`config.mk`:
```
export PLATFORM = sky130hd
export DESIGN_NAME = cnn_layer_quad
export DESIGN_NICKNAME = d
export VERILOG_FILES = /design/src/logic/cnn_quad_pkg.sv /design/src/logic/cnn_config_regs.sv /design/src/logic/cnn_job_ctrl.sv /design/src/logic/cnn_layer_quad.sv /design/src/logic/cnn_mac_stage.sv /design/src/logic/cnn_pixel_window.sv
export SDC_FILE = /design/constraint.sdc
export NUM_CORES = 1
export LEC_CHECK = 0
export ABC_AREA = 0
export ABC_CLOCK_PERIOD_IN_PS = 8000
export BUFFER_PORTS_ARGS = -buffer_cell sky130_fd_sc_hd__buf_2
export CORE_ASPECT_RATIO = 0.7
export CORE_UTILIZATION = 60
export DETAILED_ROUTE_END_ITERATION = 8
export PLACE_DENSITY_LB_ADDON = 0.15
export SYNTH_ARGS = -nofsm -noshare
export SYNTH_HDL_FRONTEND = slang
export SYNTH_SLANG_ARGS = --single-unit
```
`constraint.sdc`:
```
create_clock -name clk_core -period 8 [get_ports clk_core]
set_input_delay 0.4 -clock clk_core [delete_from_list [all_inputs] [get_ports clk_core]]
set_output_delay 0.4 -clock clk_core [all_outputs]
set_load 0.02 [all_outputs]
```
`src/logic/cnn_quad_pkg.sv`:
```
`default_nettype none

package cnn_quad_pkg;

    ////////////////////////////////////////
    // Datapath widths
    ////////////////////////////////////////
    localparam int pixel_w   = 8;
    localparam int weight_w  = 8;
    localparam int num_taps  = 3;
    localparam int result_w  = 16;
    localparam int acc_w     = 20;
    localparam int row_len_w = 10;
    localparam int shift_w   = 3;
    localparam int cfg_w     = 32;

    // Saturation limits of the output word
    localparam int result_max = 2 ** (result_w - 1) - 1;
    localparam int result_min = -(2 ** (result_w - 1));

    // Values of config_sel
    localparam logic cfg_sel_weights = 1'b0;
    localparam logic cfg_sel_job     = 1'b1;

    typedef logic signed [pixel_w-1:0]  pixel_t;
    typedef logic signed [weight_w-1:0] weight_t;

    typedef struct packed {
        weight_t [num_taps-1:0] tap;    // tap 0 meets the oldest pixel
        weight_t                bias;
    } weight_set_t;

    typedef struct packed {
        logic [row_len_w-1:0] row_length;
        logic                 relu_en;
        logic [shift_w-1:0]   out_shift;
    } job_cfg_t;

    typedef struct packed {
        logic [cfg_w-row_len_w-shift_w-2:0] reserved;
        job_cfg_t                           cfg;
    } job_word_t;

    ////////////////////////////////////////
    // Config word, two views
    ////////////////////////////////////////
    typedef union packed {
        weight_set_t weights;
        job_word_t   job;
    } cfg_word_u;

    typedef struct packed {
        logic   valid;
        logic   last;
        pixel_t pixel;
    } pix_beat_t;

    typedef struct packed {
        logic                  valid;
        logic                  last;
        pixel_t [num_taps-1:0] tap;
    } tap_window_t;

    typedef struct packed {
        logic                       valid;
        logic                       last;
        logic signed [result_w-1:0] data;
    } result_beat_t;

endpackage

`default_nettype wire

```
`src/logic/cnn_config_regs.sv`:
```
`timescale 1ns/1ps
`default_nettype none

module cnn_config_regs import cnn_quad_pkg::*; (
    input  wire logic        clk_core,
    input  wire logic        rst,
    input  wire logic        config_valid,
    input  wire logic        config_sel,
    input  wire cfg_word_u   config_data,
    output logic             config_accept,
    output weight_set_t      weights,
    output job_cfg_t         job_cfg
);

    logic cfg_write;

    assign cfg_write = config_valid && config_accept;

    // Accept one cycle after valid, then drop for a cycle
    always_ff @(posedge clk_core) begin
        if (rst) begin
            config_accept <= 1'b0;
        end else begin
            config_accept <= config_valid && !config_accept;
        end
    end

    ////////////////////////////////////////
    // Weight set and job settings
    ////////////////////////////////////////
    always_ff @(posedge clk_core) begin
        if (rst) begin
            weights <= '0;
            job_cfg <= '0;
        end else if (cfg_write) begin
            case (config_sel)
                cfg_sel_weights: weights <= config_data.weights;
                cfg_sel_job:     job_cfg <= config_data.job.cfg;
                default:         ;
            endcase
        end
    end

    a_sel_known: assert property (@(posedge clk_core) disable iff (rst)
        config_valid |-> !$isunknown(config_sel));

endmodule

`default_nettype wire

```
`src/logic/cnn_job_ctrl.sv`:
```
`timescale 1ns/1ps
`default_nettype none

module cnn_job_ctrl import cnn_quad_pkg::*; (
    input  wire logic          clk_core,
    input  wire logic          rst,
    input  wire logic          job_start,
    input  wire logic          job_complete_ack,
    input  wire logic          pixel_valid,
    input  wire pixel_t        pixel_data,
    input  wire job_cfg_t      job_cfg,
    input  wire result_beat_t  result,
    output logic               job_accept,
    output logic               pixel_ready,
    output logic               job_complete,
    output pix_beat_t          pix_beat
);

    typedef enum logic [1:0] {
        st_idle,
        st_fetch,
        st_complete
    } state_t;

    state_t               state;
    logic [row_len_w-1:0] pix_count;
    logic                 pixel_fire;
    logic                 pixel_last;

    ////////////////////////////////////////
    // Handshake outputs
    ////////////////////////////////////////
    assign job_accept   = (state == st_idle) && job_start;
    assign pixel_ready  = (state == st_fetch) && (pix_count != job_cfg.row_length);
    assign job_complete = (state == st_complete);
    assign pixel_fire   = pixel_valid && pixel_ready;
    assign pixel_last   = (pix_count == job_cfg.row_length - row_len_w'(1));

    always_ff @(posedge clk_core) begin
        if (rst) begin
            state <= st_idle;
        end else begin
            case (state)
                st_idle:     if (job_start) state <= st_fetch;
                // Stay here until the final result drains
                st_fetch:    if (result.valid && result.last) state <= st_complete;
                st_complete: if (job_complete_ack) state <= st_idle;
                default:     state <= st_idle;
            endcase
        end
    end

    // Accepted pixels in the current row
    always_ff @(posedge clk_core) begin
        if (rst || job_accept) begin
            pix_count <= '0;
        end else if (pixel_fire) begin
            pix_count <= pix_count + row_len_w'(1);
        end
    end

    ////////////////////////////////////////
    // Beat to the window, one cycle later
    ////////////////////////////////////////
    always_ff @(posedge clk_core) begin
        pix_beat.pixel <= pixel_data;
        if (rst) begin
            pix_beat.valid <= 1'b0;
            pix_beat.last  <= 1'b0;
        end else begin
            pix_beat.valid <= pixel_fire;
            pix_beat.last  <= pixel_fire && pixel_last;
        end
    end

    a_row_min: assert property (@(posedge clk_core) disable iff (rst)
        job_accept |-> job_cfg.row_length >= row_len_w'(3));

endmodule

`default_nettype wire

```
`src/logic/cnn_layer_quad.sv`:
```
`timescale 1ns/1ps
`default_nettype none

module cnn_layer_quad import cnn_quad_pkg::*; (
    input  wire logic                 clk_core,
    input  wire logic                 rst,
    input  wire logic                 job_start,
    input  wire logic                 job_complete_ack,
    input  wire logic                 config_valid,
    input  wire logic                 config_sel,
    input  wire cfg_word_u            config_data,
    input  wire logic                 pixel_valid,
    input  wire pixel_t               pixel_data,
    output logic                      job_accept,
    output logic                      job_complete,
    output logic                      config_accept,
    output logic                      pixel_ready,
    output logic                      result_valid,
    output logic signed [result_w-1:0] result_data
);

    weight_set_t  weights;
    job_cfg_t     job_cfg;
    pix_beat_t    pix_beat;
    tap_window_t  window;
    result_beat_t result;

    ////////////////////////////////////////
    // Config and job control
    ////////////////////////////////////////
    cnn_config_regs u_config_regs (
        .clk_core      (clk_core),
        .rst           (rst),
        .config_valid  (config_valid),
        .config_sel    (config_sel),
        .config_data   (config_data),
        .config_accept (config_accept),
        .weights       (weights),
        .job_cfg       (job_cfg)
    );

    cnn_job_ctrl u_job_ctrl (
        .clk_core         (clk_core),
        .rst              (rst),
        .job_start        (job_start),
        .job_complete_ack (job_complete_ack),
        .pixel_valid      (pixel_valid),
        .pixel_data       (pixel_data),
        .job_cfg          (job_cfg),
        .result           (result),
        .job_accept       (job_accept),
        .pixel_ready      (pixel_ready),
        .job_complete     (job_complete),
        .pix_beat         (pix_beat)
    );

    ////////////////////////////////////////
    // Compute path
    ////////////////////////////////////////
    cnn_pixel_window u_pixel_window (
        .clk_core   (clk_core),
        .rst        (rst),
        .job_accept (job_accept),
        .relu_en    (job_cfg.relu_en),
        .pix_beat   (pix_beat),
        .window     (window)
    );

    cnn_mac_stage u_mac_stage (
        .clk_core  (clk_core),
        .rst       (rst),
        .window    (window),
        .weights   (weights),
        .out_shift (job_cfg.out_shift),
        .result    (result)
    );

    assign result_valid = result.valid;
    assign result_data  = result.data;

endmodule

`default_nettype wire

```
`src/logic/cnn_mac_stage.sv`:
```
`timescale 1ns/1ps
`default_nettype none

module cnn_mac_stage import cnn_quad_pkg::*; (
    input  wire logic               clk_core,
    input  wire logic               rst,
    input  wire tap_window_t        window,
    input  wire weight_set_t        weights,
    input  wire logic [shift_w-1:0] out_shift,
    output result_beat_t            result
);

    logic signed [pixel_w+weight_w-1:0] prod [num_taps];
    logic                               s1_valid;
    logic                               s1_last;
    logic signed [acc_w-1:0]            acc_sum;
    logic signed [acc_w-1:0]            acc_shift;
    logic signed [result_w-1:0]         acc_sat;

    ////////////////////////////////////////
    // Stage one, products
    ////////////////////////////////////////
    always_ff @(posedge clk_core) begin
        for (int i = 0; i < num_taps; i++) begin
            prod[i] <= window.tap[i] * weights.tap[i];
        end
    end

    always_ff @(posedge clk_core) begin
        if (rst) begin
            s1_valid <= 1'b0;
            s1_last  <= 1'b0;
        end else begin
            s1_valid <= window.valid;
            s1_last  <= window.valid && window.last;
        end
    end

    // Sum with bias, arithmetic shift, clamp to 16 bits
    always_comb begin
        acc_sum = acc_w'(weights.bias);
        for (int i = 0; i < num_taps; i++) begin
            acc_sum = acc_sum + prod[i];
        end
        acc_shift = acc_sum >>> out_shift;
        if (acc_shift > result_max) begin
            acc_sat = result_w'(result_max);
        end else if (acc_shift < result_min) begin
            acc_sat = result_w'(result_min);
        end else begin
            acc_sat = acc_shift[result_w-1:0];
        end
    end

    ////////////////////////////////////////
    // Stage two, result register
    ////////////////////////////////////////
    always_ff @(posedge clk_core) begin
        result.data <= acc_sat;
        if (rst) begin
            result.valid <= 1'b0;
            result.last  <= 1'b0;
        end else begin
            result.valid <= s1_valid;
            result.last  <= s1_last;
        end
    end

endmodule

`default_nettype wire

```
`src/logic/cnn_pixel_window.sv`:
```
`timescale 1ns/1ps
`default_nettype none

module cnn_pixel_window import cnn_quad_pkg::*; (
    input  wire logic       clk_core,
    input  wire logic       rst,
    input  wire logic       job_accept,
    input  wire logic       relu_en,
    input  wire pix_beat_t  pix_beat,
    output tap_window_t     window
);

    pixel_t     pix_act;
    logic [1:0] fill;
    logic       filled;

    // ReLU zeroes anything with the sign bit set
    assign pix_act = (relu_en && pix_beat.pixel[pixel_w-1]) ? '0 : pix_beat.pixel;

    // Two older pixels already held, so this beat completes a window
    assign filled = (fill >= 2'd2);

    ////////////////////////////////////////
    // Fill count since job_accept
    ////////////////////////////////////////
    always_ff @(posedge clk_core) begin
        if (rst || job_accept) begin
            fill <= '0;
        end else if (pix_beat.valid && fill != 2'd3) begin
            fill <= fill + 2'd1;
        end
    end

    // Shift register, newest pixel enters at the top tap
    always_ff @(posedge clk_core) begin
        if (pix_beat.valid) begin
            for (int i = 0; i < num_taps - 1; i++) begin
                window.tap[i] <= window.tap[i+1];
            end
            window.tap[num_taps-1] <= pix_act;
        end
    end

    always_ff @(posedge clk_core) begin
        if (rst) begin
            window.valid <= 1'b0;
            window.last  <= 1'b0;
        end else begin
            window.valid <= pix_beat.valid && filled;
            window.last  <= pix_beat.valid && pix_beat.last;
        end
    end

    a_last_filled: assert property (@(posedge clk_core) disable iff (rst)
        (pix_beat.valid && pix_beat.last) |-> filled);

endmodule

`default_nettype wire

```
**Yosys cells after proc, flatten, opt, wreduce, memory -nomap -nowiden**

Memory sizes are Yosys's and may differ from the RTL's.
Cells that the tools add are included.

- Bits in registers: 117
- RAM bits: 48
- Input bits: 47
- Output and inout port bits: 21
- Word-level logic and storage cells: 70
- Memories kept: 1

Memories:

| name | depth | width | read ports | clocked after memory_dff | write ports | line | source |
|---|---|---|---|---|---|---|---|
| u_mac_stage.prod | 3 | 16 | 3 | 0 | 3 | cnn_mac_stage.sv:13 | `logic signed [pixel_w+weight_w-1:0] prod [num_taps];` |

- Add/subtract/negate cells: 6
- $mul: 3
- Magnitude comparators: 3
- Equality and inequality tests: 8
- Shifts and indexed selects: 1
- Multiplexer cells: 5
- Bitwise logic cells: 1
- Reduce and logical (&&, ||, !) cells: 18

Operators by type and width:

| kind | number |
|---|---|
| 8-bit by 8-bit multiplier with 16-bit output | 3 |
| 20-bit by 16-bit adder with 20-bit output | 1 |
| 20-bit by 16-bit greater-than comparator with 1-bit output, second input constant | 1 |
| 20-bit by 16-bit < comparator with 1-bit output, second input constant | 1 |
| 20-bit by 3-bit >>> shifter with 20-bit output | 1 |
| 17-bit by 16-bit adder with 18-bit output | 1 |
| 8-bit by 16-bit adder with 17-bit output | 1 |
| 16-bit two-way mux | 1 |
| 1-bit logical AND | 12 |
| 10-bit by 1-bit adder with 10-bit output, second input constant | 1 |
| 10-bit equality test | 1 |
| 10-bit != test | 1 |
| 10-bit by 1-bit subtractor with 10-bit output, second input constant | 1 |
| 2-bit != test, second input constant | 4 |
| 2-bit two-way mux | 3 |
| 2-bit case mux with 3 select lines | 1 |
| 2-bit AND reduction | 2 |
| 3-bit AND reduction | 1 |
| 2-bit by 1-bit adder with 2-bit output, second input constant | 1 |
| 2-bit by 1-bit equality test with 1-bit output, second input constant | 1 |
| 2-bit equality test, second input constant | 1 |
| 2-bit greater-or-equal comparator, second input constant | 1 |
| 2-bit logical NOT | 1 |
| 1-bit logical NOT | 1 |
| 2 further kinds | 2 |

**Depth between registers and ports, before layout**

Gate-level depths: netlist of the first run.

- Word-level depth: 6
- Depth in mapped cells: 25
- Depth with buffers taken out: 24

**By module**

From an unflattened synthesis of the first run, not the netlist that was laid out.

- Cell total of the unflattened synthesis: 1595
- Area total of the unflattened synthesis: 15453.6 um^2

By module, submodules not included:

| module | instances | cells an instance | area each (um^2) | sequential area each (um^2) |
|---|---|---|---|---|
| cnn_mac_stage | 1 | 1217 | 11253.3 | 1361.3 |
| cnn_config_regs | 1 | 189 | 2016.9 | 940.9 |
| cnn_job_ctrl | 1 | 141 | 1229.9 | 440.4 |
| cnn_pixel_window | 1 | 48 | 953.4 | 800.8 |

**Worst setup path after synthesis of the first run**

No wires, ideal clock.

- Kind: flip-flop to flip-flop
- Start: reg u_config_regs.weights[1] (netlist name)
- End: reg u_mac_stage.result[10] (netlist name)
- Setup time: 0.119 ns
- Arrival: 5.314 ns
- Data required time: 7.881 ns
- Setup slack: 2.567 ns
- Cell stages (with the launch flop): 26
- Path buffers: 2
- Period minus slack after synthesis: 5.433 ns
- Cell sequence: dfxtp_1 fa_1 ha_1 fa_1 a21o_1 a21oi_1 o21bai_1 a21oi_1 o21bai_1 a211oi_1 o21ai_0 and2_1 xor2_1 ha_1 buf_2 nand4_1 o221ai_2 o31a_1 a211oi_1 a31oi_2 xnor2_1 a21oi_2 a2111oi_4 xnor2_1 buf_6 o21ai_2

- Word-level cells in the longest chain between the ends: 6
- Elaborated cells between the ends (all ways): 7
- Those cells by class: 3 x add/sub; 2 x order compare; 1 x shift; 1 x mux

RTL lines:

| element | line | source |
|---|---|---|
| 8-bit by 16-bit adder with 17-bit output (*) | cnn_mac_stage.sv:43 | `acc_sum = acc_sum + prod[i];` |
| 17-bit by 16-bit adder with 18-bit output (*) | cnn_mac_stage.sv:43 |  |
| 20-bit by 16-bit adder with 20-bit output (*) | cnn_mac_stage.sv:43 |  |
| 20-bit by 3-bit >>> shifter with 20-bit output (*) | cnn_mac_stage.sv:45 | `acc_shift = acc_sum >>> out_shift;` |
| 20-bit by 16-bit < comparator with 1-bit output | cnn_mac_stage.sv:48 | `end else if (acc_shift < result_min) begin` |
| 16-bit two-way mux | cnn_mac_stage.sv:48 |  |

Mark *: on every way between the ends. The rest lies on a longest branch, timed or not.
A chain may end at the register's enable or synchronous reset.

**Worst setup path after layout of the first run**

- Start: reg u_config_regs.weights[1] (netlist name)
- End: reg u_mac_stage.result[0] (netlist name)

- Word-level cells in the longest chain between the ends: 6
- Elaborated cells between the ends (all ways): 7
- Those cells by class: 3 x add/sub; 2 x order compare; 1 x shift; 1 x mux

RTL lines:

| element | line |
|---|---|
| 8-bit by 16-bit adder with 17-bit output (*) | cnn_mac_stage.sv:43 |
| 17-bit by 16-bit adder with 18-bit output (*) | cnn_mac_stage.sv:43 |
| 20-bit by 16-bit adder with 20-bit output (*) | cnn_mac_stage.sv:43 |
| 20-bit by 3-bit >>> shifter with 20-bit output (*) | cnn_mac_stage.sv:45 |
| 20-bit by 16-bit < comparator with 1-bit output | cnn_mac_stage.sv:48 |
| 16-bit two-way mux | cnn_mac_stage.sv:48 |

Marks and branches as above.

==> results of run 1 <==
## placed cells by master, fill, tap and decap left out, types with 3 or more instances in the layout
master,n
buf_2,67
a21o_1,9
or3_1,6
o31ai_1,3
a31oi_1,8
nor3_1,17
fa_1,183
o21ai_0,47
xnor2_1,70
nor3b_1,4
and2_1,132
inv_1,228
nand2_1,188
o21a_1,10
ha_1,128
o21ai_2,12
nor2b_1,15
nand3_1,11
buf_4,7
clkbuf_16,18
xor2_1,31
inv_6,6
a21oi_1,98
a21boi_0,8
a211oi_1,8
dfxtp_1,141
edfxtp_1,24
or2_2,3
mux2i_1,14
mux4_2,5
and3_1,4
nand2b_1,24
o211ai_1,3
nand4_1,6
mux2_2,5
nor4_1,5
o21bai_1,5
nor2_1,80
## area by class of cell
class	count	area (sq um)	share of cell area
Clock buffer	20	478	0.0292
Clock inverter	12	153	0.00931
Inverter	229	860	0.0524
Multi-Input combinational cell	1182	10600	0.644
Sequential cell	165	3540	0.216
Tap cell	325	407	0.0248
Timing Repair Buffer	74	388	0.0237
## report_power, final
part	internal [mW]	switching, mW	total (mW)
sequential	0.904	0.0341	0.939
combinational	0.259	0.378	0.636
clock	0.507	0.371	0.877
## state kept, by name (all words and copies together), names as in the netlist, 2 cells and up
register and flops:
u_job_ctrl.state 2, u_pixel_window.window 26, u_mac_stage.prod 48, u_job_ctrl.pix_count 10
u_config_regs.job_cfg 14, u_mac_stage.result 18, u_job_ctrl.pix_beat 10, u_pixel_window.fill 2
u_config_regs.weights 32
## kinds of logic after synthesis
logic type / count (synthesis) / share of synthesized area
fa+ha+maj: 311 / 0.344
simple gates: 503 / 0.161
mux: 28 / 0.0269
compound gates: 239 / 0.100
buf+inv: 286 / 0.0788
flops: 165 / 0.231
xor+xnor: 101 / 0.0578
## path summary, 6_finish.rpt
check	start	end	slack (ns)	depth (start not counted)
worst max register to register	u_config_regs.weights[1]	u_mac_stage.result[0]	1.89	24
worst max-delay path	u_config_regs.weights[1]	u_mac_stage.result[0]	1.89	24
worst min-delay path	pixel_data[5]	u_job_ctrl.pix_beat[5]	0.05	1
worst min register to register	u_mac_stage.s1_last	u_mac_stage.result[16]	0.44	1
## metal layers
metal / vias up / share of wire / wire [um] / track usage
met1: 5153 / 0.50 / 16400 / 0.404
met3: 20 / 0.053 / 1740 / 0.0471
met2: 225 / 0.44 / 14400 / 0.401
met4: 0 / 0.0083 / 271 / 0.0556
met5: - / 0 / 0 / 0
li1: 5289 / - / - / -
## metrics by stage
| stage | hold WS (ns) | total power [mW] |
|---|---|---|
| 2_1_floorplan | 0.406 | 1.49 |
| 3_3_place_gp | 0.422 | 1.58 |
| 3_5_place_dp | 0.414 | 1.59 |
| 4_1_cts | 0.0339 | 2.47 |
| 5_1_grt | 0.0300 | 2.58 |
| 6_report | 0.0459 | 2.45 |
==> results.sh, run 1 <==
export IMPL_path_class="reg -> reg"
export IMPL_drc=0
export IMPL_antenna_found_initial=1
export IMPL_drv_slew=0
export IMPL_grt_use_total=0.268
export IMPL_area_growth_pct=7.06
export IMPL_cap_violations=0
export IMPL_fin_util=0.659
export IMPL_cts_htree_levels=4
export IMPL_post_cts_resized=0
export IMPL_synth_seq_area_share=0.231
export IMPL_io_pins=68
export IMPL_synth_async_reset_ratio=0
export IMPL_via_per_inst=5.32
export IMPL_drt_initial_drc_count=743
export IMPL_root_buffer="clkbuf_16"
export IMPL_cpMaxStageDelayCell="fa_1"
export IMPL_diodes=0
export IMPL_grt_max_degree=57
export IMPL_cts_tree="done"
export IMPL_cts_buffers_inserted=17
export IMPL_synth_top_area_cell="fa_1"
export IMPL_fillers=2014
export IMPL_clk_latency_ns=0.45
export IMPL_wl_per_cell_um=16.3
export IMPL_synthTopCellsByArea="fa_1, dfxtp_1, ha_1"
export IMPL_fp_coreArea_sq_um=24900
export IMPL_die_area_sq_um=26200
export IMPL_syn_area_per_cell_sq_um=9.38
export IMPL_finalInstanceArea_sq_um=16400
export IMPL_die_x_um=193
export IMPL_netlist_area_sq_um=15300
export IMPL_cp_required_ns=8.31
export IMPL_globalRoute_totalOverflow=0
export IMPL_post_cts_buffers=0
export IMPL_dp_hpwl_um=26000
export IMPL_ys_ff_latch=165
export IMPL_hold_buffers=0
export IMPL_fp_dieH_um=136
export IMPL_crit_path_end_kind="flip-flop"
export IMPL_dr_pass1_iters=5
export IMPL_critPathMaxFanout=15
export IMPL_synth_ff_type="dfxtp_1"
export IMPL_yosysMostFrequentCell="inv_1"
export IMPL_drive_above_1_share=0.0898
export IMPL_synth_edf_count=24
export IMPL_cpMostUsedCell="o21ai_0"
export IMPL_grt_first_pass_wirelength_um=53800
export IMPL_skew_ns=0.0146
export IMPL_fmax_mhz=164
export IMPL_finalCritPeriodShare=0.764
export IMPL_ir_drop_mv=0.182
export IMPL_critPathMaxStageDelay_ns=0.48
export IMPL_fin_ws_ns=1.89
export IMPL_layout_cells_non_filler=2007
export IMPL_clkTransAtPathRegs_ns=0.07
export IMPL_powerDensity_nw_per_um2=150
export IMPL_fin_tns_setup_ns=0
export IMPL_grt_pass1_vias=10500
export IMPL_hold_class="in -> reg"
export IMPL_yosys_warnings=0
export IMPL_cts_buffer_depth=2
export IMPL_setup_viol=0
export IMPL_syn_inst=1633
export IMPL_cp_arrival_ns=6.42
export IMPL_synth_cell_types=70
export IMPL_placed_cells=1975
export IMPL_hold_viol_final=0
export IMPL_place_area_sq_um=15800
export IMPL_tightest_slew_ns=0.794
export IMPL_drtAntennaViolNets=0
export IMPL_synth_top_cell_area_share=0.239
export IMPL_wl_um=32800
export IMPL_place_congestion=0.870
export IMPL_start_util=0.616
export IMPL_synthesis_nets=1991
export IMPL_portBuffers=67
export IMPL_max_slew_margin=0.471
export IMPL_timing_final_crit_period_ns=6.11
export IMPL_p_leak_nw=7.52
export IMPL_pre_cts_slack_ns=2.03
export IMPL_vias=10700
export IMPL_worstSetupStartpointType="flip-flop"
export IMPL_status="completed"
export IMPL_crit_buf_inv=1
export IMPL_clkSinkCount=165
export IMPL_rsz0062_at_grt="false"
export IMPL_crit_family="compound AO/OA/AOI/OAI gates"
export IMPL_rows=48
export IMPL_netlist_top_cells_count="inv_1, nand2_1, fa_1"
export IMPL_cp_cell_sequence="fa_1 -> ha_1 -> fa_1 -> a21o_1 -> a21oi_1 -> o21bai_1 -> a21oi_1 -> o21bai_1 -> a211oi_1 -> o21ai_0 -> a31oi_1 -> o2111ai_1 -> o21ai_0 -> ha_1 -> a21oi_1 -> o21ai_0 -> nor2_1 -> a31oi_2 -> xnor2_1 -> a21oi_2 -> a2111oi_4 -> xnor2_1 -> buf_4 -> o21ai_0"
export IMPL_fin_nets=2027
Note: power is estimated with default switching activity, not from simulation.
==> run 2: changes to the inputs <==
- ABC_CLOCK_PERIOD_IN_PS: 8000 -> 6200
- clock period: 8 -> 6.2 ns (I/O delays scaled with it)
==> results.sh, run 2 (synthesis gave the netlist of run 1 again) <==
export IMPL_status="completed"
export IMPL_p_leak_nw=7.57
export IMPL_timing_final_crit_period_ns=5.83
export IMPL_hold_viol_final=0
export IMPL_grt_first_pass_wirelength_um=55000
export IMPL_crit_path_end_kind="flip-flop"
export IMPL_vias=11000
export IMPL_hold_start="config_data[30]"
export IMPL_dr_pass1_iters=7
export IMPL_cts_buffer_depth=2
export IMPL_wl_um=33400
export IMPL_place_area_sq_um=15800
export IMPL_fp_coreArea_sq_um=24900
export IMPL_layout_cells_non_filler=2019
export IMPL_drive_above_1_share=0.0963
export IMPL_top_register="u_mac_stage.prod"
export IMPL_path_class="reg -> reg"
export IMPL_drt_initial_drc_count=608
export IMPL_setup_viol=0
export IMPL_rows=48
export IMPL_rr_startpoint="u_config_regs.weights[1]"
export IMPL_cts_buffers_inserted=17
export IMPL_reg_largest_list="u_mac_stage.prod: 48 flops, u_config_regs.weights: 32 flops, u_pixel_window.window: 26 flops"
export IMPL_io_pins=68
export IMPL_grt_max_degree=57
export IMPL_grt_use_total=0.273
export IMPL_cp_arrival_ns=6.14
export IMPL_fin_util=0.665
export IMPL_tightest_slew_ns=0.789
export IMPL_area_growth_pct=8.01
export IMPL_critPathMaxFanout=15
export IMPL_fmax_mhz=172
export IMPL_hold_class="in -> reg"
export IMPL_place_congestion=0.892
export IMPL_max_slew_margin=0.474
export IMPL_clk_latency_ns=0.44
export IMPL_dp_hpwl_um=26600
export IMPL_powerDensity_nw_per_um2=192
export IMPL_portBuffers=67
export IMPL_ir_drop_mv=0.164
export IMPL_cts_tree="done"
export IMPL_cap_violations=0
export IMPL_globalRoute_totalOverflow=0
export IMPL_finalInstanceArea_sq_um=16500
export IMPL_skew_ns=0.0131
export IMPL_final_cell_mix="inv_1, nand2_1, fa_1"
export IMPL_final_common_cell="inv_1"
export IMPL_fp_dieH_um=136
export IMPL_wl_per_cell_um=16.6
export IMPL_die_x_um=193
export IMPL_placed_cells=1977
export IMPL_drv_slew=0
export IMPL_grt_pass1_vias=10900
export IMPL_via_per_inst=5.44
export IMPL_cts_htree_levels=4
export IMPL_clkSinkCount=165
export IMPL_cp_required_ns=6.51
export IMPL_die_area_sq_um=26200
export IMPL_drtAntennaViolNets=0
export IMPL_antenna_found_initial=1
export IMPL_startpoint="u_config_regs.weights[1]"
export IMPL_largest_register_ffs=48
export IMPL_fin_ws_ns=0.372
export IMPL_pre_cts_slack_ns=0.161
export IMPL_drc=0
export IMPL_finalCritPeriodShare=0.940
export IMPL_root_buffer="clkbuf_16"
export IMPL_clkTransAtPathRegs_ns=0.07
export IMPL_start_util=0.616
export IMPL_worstSetupStartpointType="flip-flop"
export IMPL_fin_nets=2038
[run 2: power by group]
group	internal [mW]	leakage, nW	switching (mW)
registers	1.17	1.37	0.0445
clock network	0.618	0.294	0.488
logic	0.357	5.91	0.502
total	2.14	7.57	1.03
[run 2: worst max-delay path, stage by stage (launching register included)]
cell	delay [ns]
dfxtp_1	0.33
fa_1	0.48
ha_1	0.24
fa_1	0.41
a21o_1	0.21
a21oi_2	0.18
o21bai_1	0.10
a21oi_1	0.22
o21bai_1	0.13
a211oi_2	0.25
o21ai_0	0.14
a31oi_1	0.28
o21bai_1	0.13
xor2_1	0.16
ha_1	0.37
o21ai_0	0.22
nand2b_1	0.08
o31a_1	0.16
a211oi_2	0.26
a31oi_4	0.09
xnor2_1	0.22
o211ai_1	0.16
a2111oi_4	0.37
xnor2_1	0.22
buf_12	0.19
o21ai_0	0.11
[run 2: what timing repair did]
action                     4_1_cts  5_1_grt
hold endpoints to repair         8        0
hold buffers                     8        0
setup buffers                    0        1
setup endpoints to repair        0       15
gates resized for setup          0       11
[run 2: path summary, 6_finish.rpt]
| check | to | slack (ns) | cells past startpoint |
|---|---|---|---|
| min | u_config_regs.weights[30] | 0.11 | 3 |
| min reg2reg | u_mac_stage.result[17] | 0.44 | 1 |
| max | u_mac_stage.result[0] | 0.37 | 25 |
| max reg2reg | u_mac_stage.result[0] | 0.37 | 25 |
[run 2: area by class of cell]
class	instances	area (sq um)
Multi-Input combinational cell	1182	10600
Fill cell	1993	8330
Sequential cell	165	3540
Inverter	229	860
Timing Repair Buffer	85	503
Clock buffer	18	439
Tap cell	325	407
Clock inverter	14	166
Antenna cell	1	2.50
[run 2: metal layers]
metal / wire (um) / GRT usage
met5: 0 / 0
met4: 379 / 0.0668
met3: 1750 / 0.0414
met2: 14500 / 0.409
met1: 16700 / 0.413
[run 2: metrics by stage]
stage / power (mW) / TNS (ns) / hold WS (ns)
floorplan: 1.92 / 0 / 0.338
global placement: 2.06 / 0 / 0.412
detailed placement: 2.08 / 0 / 0.414
CTS: 3.19 / 0 / 0.0919
global route: 3.33 / -0.0751 / 0.110
finish: 3.18 / 0 / 0.110
